## src/logic/aes_pkg.sv

```systemverilog
////////////////////////////////////////////////////////////
// AES-128 shared definitions: widths, the two-view state
// word, the S-box lookup and GF(2^8) doubling.
////////////////////////////////////////////////////////////

package aes_pkg;

    localparam int block_width = 128;
    localparam int word_width  = 32;
    localparam int byte_width  = 8;
    localparam int round_width = 4;

    // Full rounds after the initial key addition.
    localparam logic [round_width-1:0] num_rounds = 4'd10;

    localparam logic [byte_width-1:0] rcon_init = 8'h01;

    // The AES state in FIPS column-major order.
    // bytes[0] and words[0] sit in the top bits.
    typedef union packed {
        logic [0:block_width/byte_width-1][byte_width-1:0] bytes;
        logic [0:block_width/word_width-1][word_width-1:0] words;
    } aes_state_t;

    // Substitution table, entry 0 in the top bits.
    localparam logic [0:255][byte_width-1:0] sbox_table = {
        128'h637c777bf26b6fc53001672bfed7ab76,
        128'hca82c97dfa5947f0add4a2af9ca472c0,
        128'hb7fd9326363ff7cc34a5e5f171d83115,
        128'h04c723c31896059a071280e2eb27b275,
        128'h09832c1a1b6e5aa0523bd6b329e32f84,
        128'h53d100ed20fcb15b6acbbe394a4c58cf,
        128'hd0efaafb434d338545f9027f503c9fa8,
        128'h51a3408f929d38f5bcb6da2110fff3d2,
        128'hcd0c13ec5f974417c4a77e3d645d1973,
        128'h60814fdc222a908846eeb814de5e0bdb,
        128'he0323a0a4906245cc2d3ac629195e479,
        128'he7c8376d8dd54ea96c56f4ea657aae08,
        128'hba78252e1ca6b4c6e8dd741f4bbd8b8a,
        128'h703eb5664803f60e613557b986c11d9e,
        128'he1f8981169d98e949b1e87e9ce5528df,
        128'h8ca1890dbfe6426841992d0fb054bb16
    };

    function automatic logic [byte_width-1:0] sbox(input logic [byte_width-1:0] b);
        return sbox_table[b];
    endfunction

    // Multiply by x modulo x^8 + x^4 + x^3 + x + 1.
    function automatic logic [byte_width-1:0] xtime(input logic [byte_width-1:0] b);
        return {b[byte_width-2:0], 1'b0} ^ (8'h1b & {byte_width{b[byte_width-1]}});
    endfunction

endpackage

```

## src/logic/aes_round_counter.sv

```systemverilog
////////////////////////////////////////////////////////////
// Round counter: tracks rounds 1 to 10 and the Rcon byte.
////////////////////////////////////////////////////////////

`timescale 1ns/100ps

module aes_round_counter (
    input  logic                           clk,
    input  logic                           rst,
    input  logic                           load,
    input  logic                           step,
    output logic                           last_round,
    output logic [aes_pkg::byte_width-1:0] rcon
);

    logic [aes_pkg::round_width-1:0] count;

    always_ff @(posedge clk or posedge rst) begin
        if (rst) begin
            count <= '0;
            rcon  <= '0;
        end else if (load) begin
            count <= {{(aes_pkg::round_width-1){1'b0}}, 1'b1};
            rcon  <= aes_pkg::rcon_init;
        end else if (step) begin
            count <= count + 1'b1;
            // Next Rcon is the current one doubled in GF(2^8).
            rcon  <= aes_pkg::xtime(rcon);
        end
    end

    assign last_round = (count == aes_pkg::num_rounds);

endmodule

```

## config.mk

```make
export PLATFORM = sky130hd
export DESIGN_NAME = aes_round_counter
export DESIGN_NICKNAME = d
export VERILOG_FILES = /design/src/logic/aes_pkg.sv /design/src/logic/aes_round_counter.sv
export SDC_FILE = /design/constraint.sdc
export NUM_CORES = 1
export LEC_CHECK = 0
export BUFFER_PORTS_ARGS = -buffer_cell sky130_fd_sc_hd__buf_4
export CORE_MARGIN = 2
export CORE_UTILIZATION = 35
export CTS_BUF_LIST = sky130_fd_sc_hd__clkbuf_4
export DETAILED_ROUTE_END_ITERATION = 7
export PLACE_DENSITY = 0.53
export SYNTH_ARGS = -nofsm -noshare
export SYNTH_HDL_FRONTEND = slang
export SYNTH_SLANG_ARGS = --single-unit
```

## constraint.sdc

```tcl
create_clock -name clk -period 1 [get_ports clk]
set_input_delay 0.3 -clock clk [delete_from_list [all_inputs] [get_ports clk]]
set_output_delay 0.3 -clock clk [all_outputs]
set_load 0.02 [all_outputs]
```

---- Yosys cells after proc, flatten, opt, wreduce, memory -nomap -nowiden ----
Cells that the tools add are included.
operators by class
  reductions and logical operators ........ 1
  $add $sub $neg .......................... 1
  equality and inequality tests ........... 1
  bitwise logic cells ..................... 1
  mux-type cells .......................... 4
operators by type and width
  kind                                         count
  2-to-1 mux 8 bit                             2
  2-to-1 mux 4 bit                             2
  bitwise XOR 8 x 5 -> 8 bit                   1
  adder 4 x 1 -> 4 bit, second input constant  1
  equality test 4 bit, second input constant   1
  nonzero test 2 bit                           1
storage, ports and cells
  bits in registers ....................... 12
  logic and storage cells ................. 10
  output and inout bits ................... 9
  bits of input ports ..................... 4

---- Depth between registers and ports, before layout ----
  depth in word-level cells ............... 3
  mapped depth ............................ 4

---- Worst setup path before layout ----
OpenSTA, ideal clock, no wires.
  path type ............................... register to output
  start ................................... register count[0] (netlist name)
  end ..................................... output port last_round
  path buffers ............................ 0
  path slack .............................. -0.142 ns
  arrival ................................. 0.842 ns
  cell stages (with the launch flop) ...... 4
  cells stage by stage .................... dfrtp_1 inv_1 ha_1 and3b_1
between the ends
  cells in the longest elaborated chain, start to end .. 1
RTL lines
  item                      line                     text
  start: declaration        aes_round_counter.sv:16  logic [aes_pkg::round_width-1:0] count;
  start signal: assignment  aes_round_counter.sv:23  count <= {{(aes_pkg::round_width-1){1'b0}}, 1'b1};
  start signal: assignment  aes_round_counter.sv:26  count <= count + 1'b1;
  equality test 4 bit       aes_round_counter.sv:32  assign last_round = (count == aes_pkg::num_rounds);
  end: declaration          aes_round_counter.sv:12  output logic last_round,
Every way passes these cells.

---- Final worst setup path ----
  start ................................... register count[1] (netlist name)
  end ..................................... output port last_round
Same word-level chain as after synthesis.

==> flow_summary_export.csv <==
group,metric,value,unit
die,die_w,45.7,um
logic_synthesis,ys_seq_elements,12,
setup_path,worstPathArrival,1140,ps
logic_synthesis,ys.flop_type,"dfrtp_1",
clocking,cts_buffer_depth,2,
die,core,1670,um2
cells_and_area,drive_above_1_share,0.573,
setup_path,rrSetupSlack,-70,ps
power,p_int,0.788,mW
die,io_pins,13,
logic_synthesis,synth_cell_types,20,
drt,viasPerCell,4.75,
setup_path,cp-end-kind,"output port",
logic_synthesis,synth_mux_area_frac,0.0905,
setup_path,critical_path.cell_chain,"ha_2 > and3b_2 > buf_6",
setup_path,r2r_start,"count[1]",
drt,wl,1280,um
clocking,cts_tree,"done",
sta,fmax,696,MHz
run_status,violations,"negative setup slack",
global_route,grt_use_met2,0.200,
logic_synthesis,async_reset_ff_frac,1.00,
cells_and_area,layout.nets,89,
sta,finalHoldViolations,0,
logic_synthesis,synth_top_cell_area_share,0.494,
sta,period_share,1.44,
global_route,use_met1,0.191,
die,die_area,2090,um2
logic_synthesis,ys_seq_area_frac,0.494,
clocking,htree_num_levels,1,
global_route,grt_max_degree,13,
global_route,grt_pass1_wl,2060,um
logic_synthesis,synth_commonest_cells,"dfrtp_1 (12), nor2_1 (9), mux2i_1 (4), xnor2_1 (4), a211oi_2 (3)",
sta,min_period,1440,ps
global_route,grt_util_all_layers,0.137,
sta,finClkSkew,5.42,ps
drt,first_iter_violations,2,
drt,first_pass_iters,2,
power,power.share.clock,0.288,
logic_synthesis,synthesis.area,608,um2
die,fp-row-count,15,
power,leakage,0.458,nW
logic_synthesis,yosysWarnings,0,
logic_synthesis,syn-num-nets,57,
logic_synthesis,synthXorXnorAreaFrac,0.0576,
flow_run,cap_violations,0,
power,p_per_area,1170,nW/um2
die,fp.dieH,45.7,um
place,place.port_buffers,12,
cells_and_area,multi_input_area,298,um2
logic_synthesis,synthSimpleGateAreaFrac,0.134,
power,p_comb_frac,0.229,
sta,maxSlewViolCount,0,
drt,drc,0,
cells_and_area,diodes,0,
power,p_seq_frac,0.483,
logic_synthesis,synth-edff-count,0,
sta,rsz0062_at_grt,"true",
logic_synthesis,synth_top_area_cell,"dfrtp_1",
global_route,overflow,0,
global_route,top_usage_layer,"met2",
clocking,numCtsBuffers,3,
cells_and_area,fin_util,0.556,
logic_synthesis,synth_fa_ha_area_frac,0.0412,
power,vdd_drop_max,0.724,mV
clocking,clock_latency,270,ps
cells_and_area,seq_area,302,um2
global_route,grt_pass1_vias,475,
global_route,met3_usage,0.0278,
logic_synthesis,synth_compound_area_frac,0.113,
power,power.switching,0.302,mW
drt,post_drt_wl_per_cell,12.9,um
cells_and_area,layout.cells.non_filler,99,
power,swShare,0.277,
drt,postRouteAntennaNets,0,
run_status,status,"finished, violations left",
setup_path,cp.required,700,ps
logic_synthesis,avgSynthCellArea,11.9,um2
global_route,antenna_found_initial,0,
setup_path,rr_endpoint,"count[2]",
drt,vias,470,
worst_hold_path,hp-class,"input pin to async pin",
sta,slew_headroom,0.886,
setup_path,crit_slowest_cell,"dfrtp_1",
cells_and_area,fillerInstances,145,
logic_synthesis,synth.most_common_cell,"dfrtp_1",
setup_path,crit_path_max_incr_delay,390,ps
place,globalplace.congestion,0.692,
logic_synthesis,synthTopCellsByArea,"dfrtp_1 (49%), mux2i_1 (6.6%), a211oi_2 (6.2%)",
clocking,clock-sinks,12,
clocking,cts.root.buffer_cell,"clkbuf_4",
sta,worst_slack,-438,ps
logic_synthesis,synth_cells,51,
place,place_inst,86,
sta,setup_violations,11,
logic_synthesis,synth_top_family_by_area,"simple AND/OR/NAND/NOR gates",
sta,worst_slew_pin_slew,169,ps
setup_path,cp-start-kind,"register",
die,initial_core_util,0.364,
setup_path,path_class,"register to output port",
setup_path,crit_fanout,2,
setup_path,r2r_cells,4,
clocking,clkTransAtPathRegs,80,ps
cells_and_area,areaGrowthSynthToFinish,52.7,%
clocking,holdBufCountCts,0,
## metal layers
| layer | share of wire | up-vias |
|---|---|---|
| met5 | 0 | - |
| met4 | 0.0047 | 0 |
| met3 | 0.028 | 2 |
| met2 | 0.52 | 7 |
| met1 | 0.45 | 230 |
| li1 | - | 231 |
## sequential cells by signal (all words and copies together), names as in the netlist
signal and flops:
count 4, rcon 8
## timing repair
item                                    in CTS  in global routing
pin swaps                                    1                  5
endpoints found under the hold margin        0                  0
setup buffers                                8                  2
endpoints found under the setup margin      11                 15
resized for setup                           11                  5
## critical path, delay by kind of cell, from the launching register on
family / cells / cell delay (ps)
and+or+nand+nor: 1 / 190
buffers and inverters: 1 / 130
DFF: 1 / 390
adders and majority gates: 1 / 170
## power groups by stage
stage               Combinational, mW  Sequential (mW)  Clock (mW)
finish                          0.249            0.527       0.314
global route                    0.272            0.530       0.345
CTS                             0.237            0.527       0.326
detailed placement              0.198            0.539           0
global placement                0.196            0.538           0
floorplan                      0.0981            0.560           0
## metrics by stage
stage,setup TNS (ps),hold slack [ps],instance area (um2),setup slack (ps),power (mW)
5_1_grt,-1730,21.6,928,-488,1.15
2_1_floorplan,-138,165,617,-138,0.659
3_5_place_dp,-280,307,764,-160,0.736
3_3_place_gp,-256,304,764,-151,0.735
6_report,-1420,7.98,928,-438,1.09
4_1_cts,-1490,4.05,891,-451,1.09
## worst max path at each step
stage          startpoint    endpoint  slack (ps)  cells past startpoint
5_1_grt          count[0]  last_round        -490                      4
2_1_floorplan    count[0]  last_round        -140                      3
4_1_cts          count[1]  last_round        -450                      3
3_3_place_gp     count[0]  last_round        -150                      4
6_report         count[1]  last_round        -440                      3
3_5_place_dp     count[0]  last_round        -160                      4
## final cells by class
class                           instances  share of cell area
Inverter                                2             0.00809
Clock inverter                          1             0.00404
Multi-Input combinational cell         33               0.321
Timing Repair Buffer                   31               0.295
Sequential cell                        12               0.325
Clock buffer                            3              0.0243
Tap cell                               17              0.0229
## layout by cell type (no fill, tap or decap), drive strengths merged
master | Yosys | layout
nand4 | 1 | 1
clkbuf | 0 | 3
nand2b | 1 | 1
mux2i | 4 | 4
ha | 2 | 2
inv | 2 | 2
a211o | 1 | 1
nor2b | 2 | 2
a21oi | 1 | 1
clkinv | 0 | 1
nand3b | 1 | 1
nor2 | 9 | 9
xnor2 | 4 | 4
dfrtp | 12 | 12
mux2 | 1 | 1
and3b | 1 | 1
a211oi | 4 | 4
a21bo | 1 | 1
buf | 4 | 31
## kinds of logic (layout without fill, tap and decap cells)
family | Yosys count | after routing
buf+inv | 6 | 37
fa+ha+maj | 2 | 2
mux | 5 | 5
flops | 12 | 12
xor+xnor | 4 | 4
simple gates | 15 | 15
compound gates | 7 | 7
No activity file was read; power rests on OpenSTA's default activity.
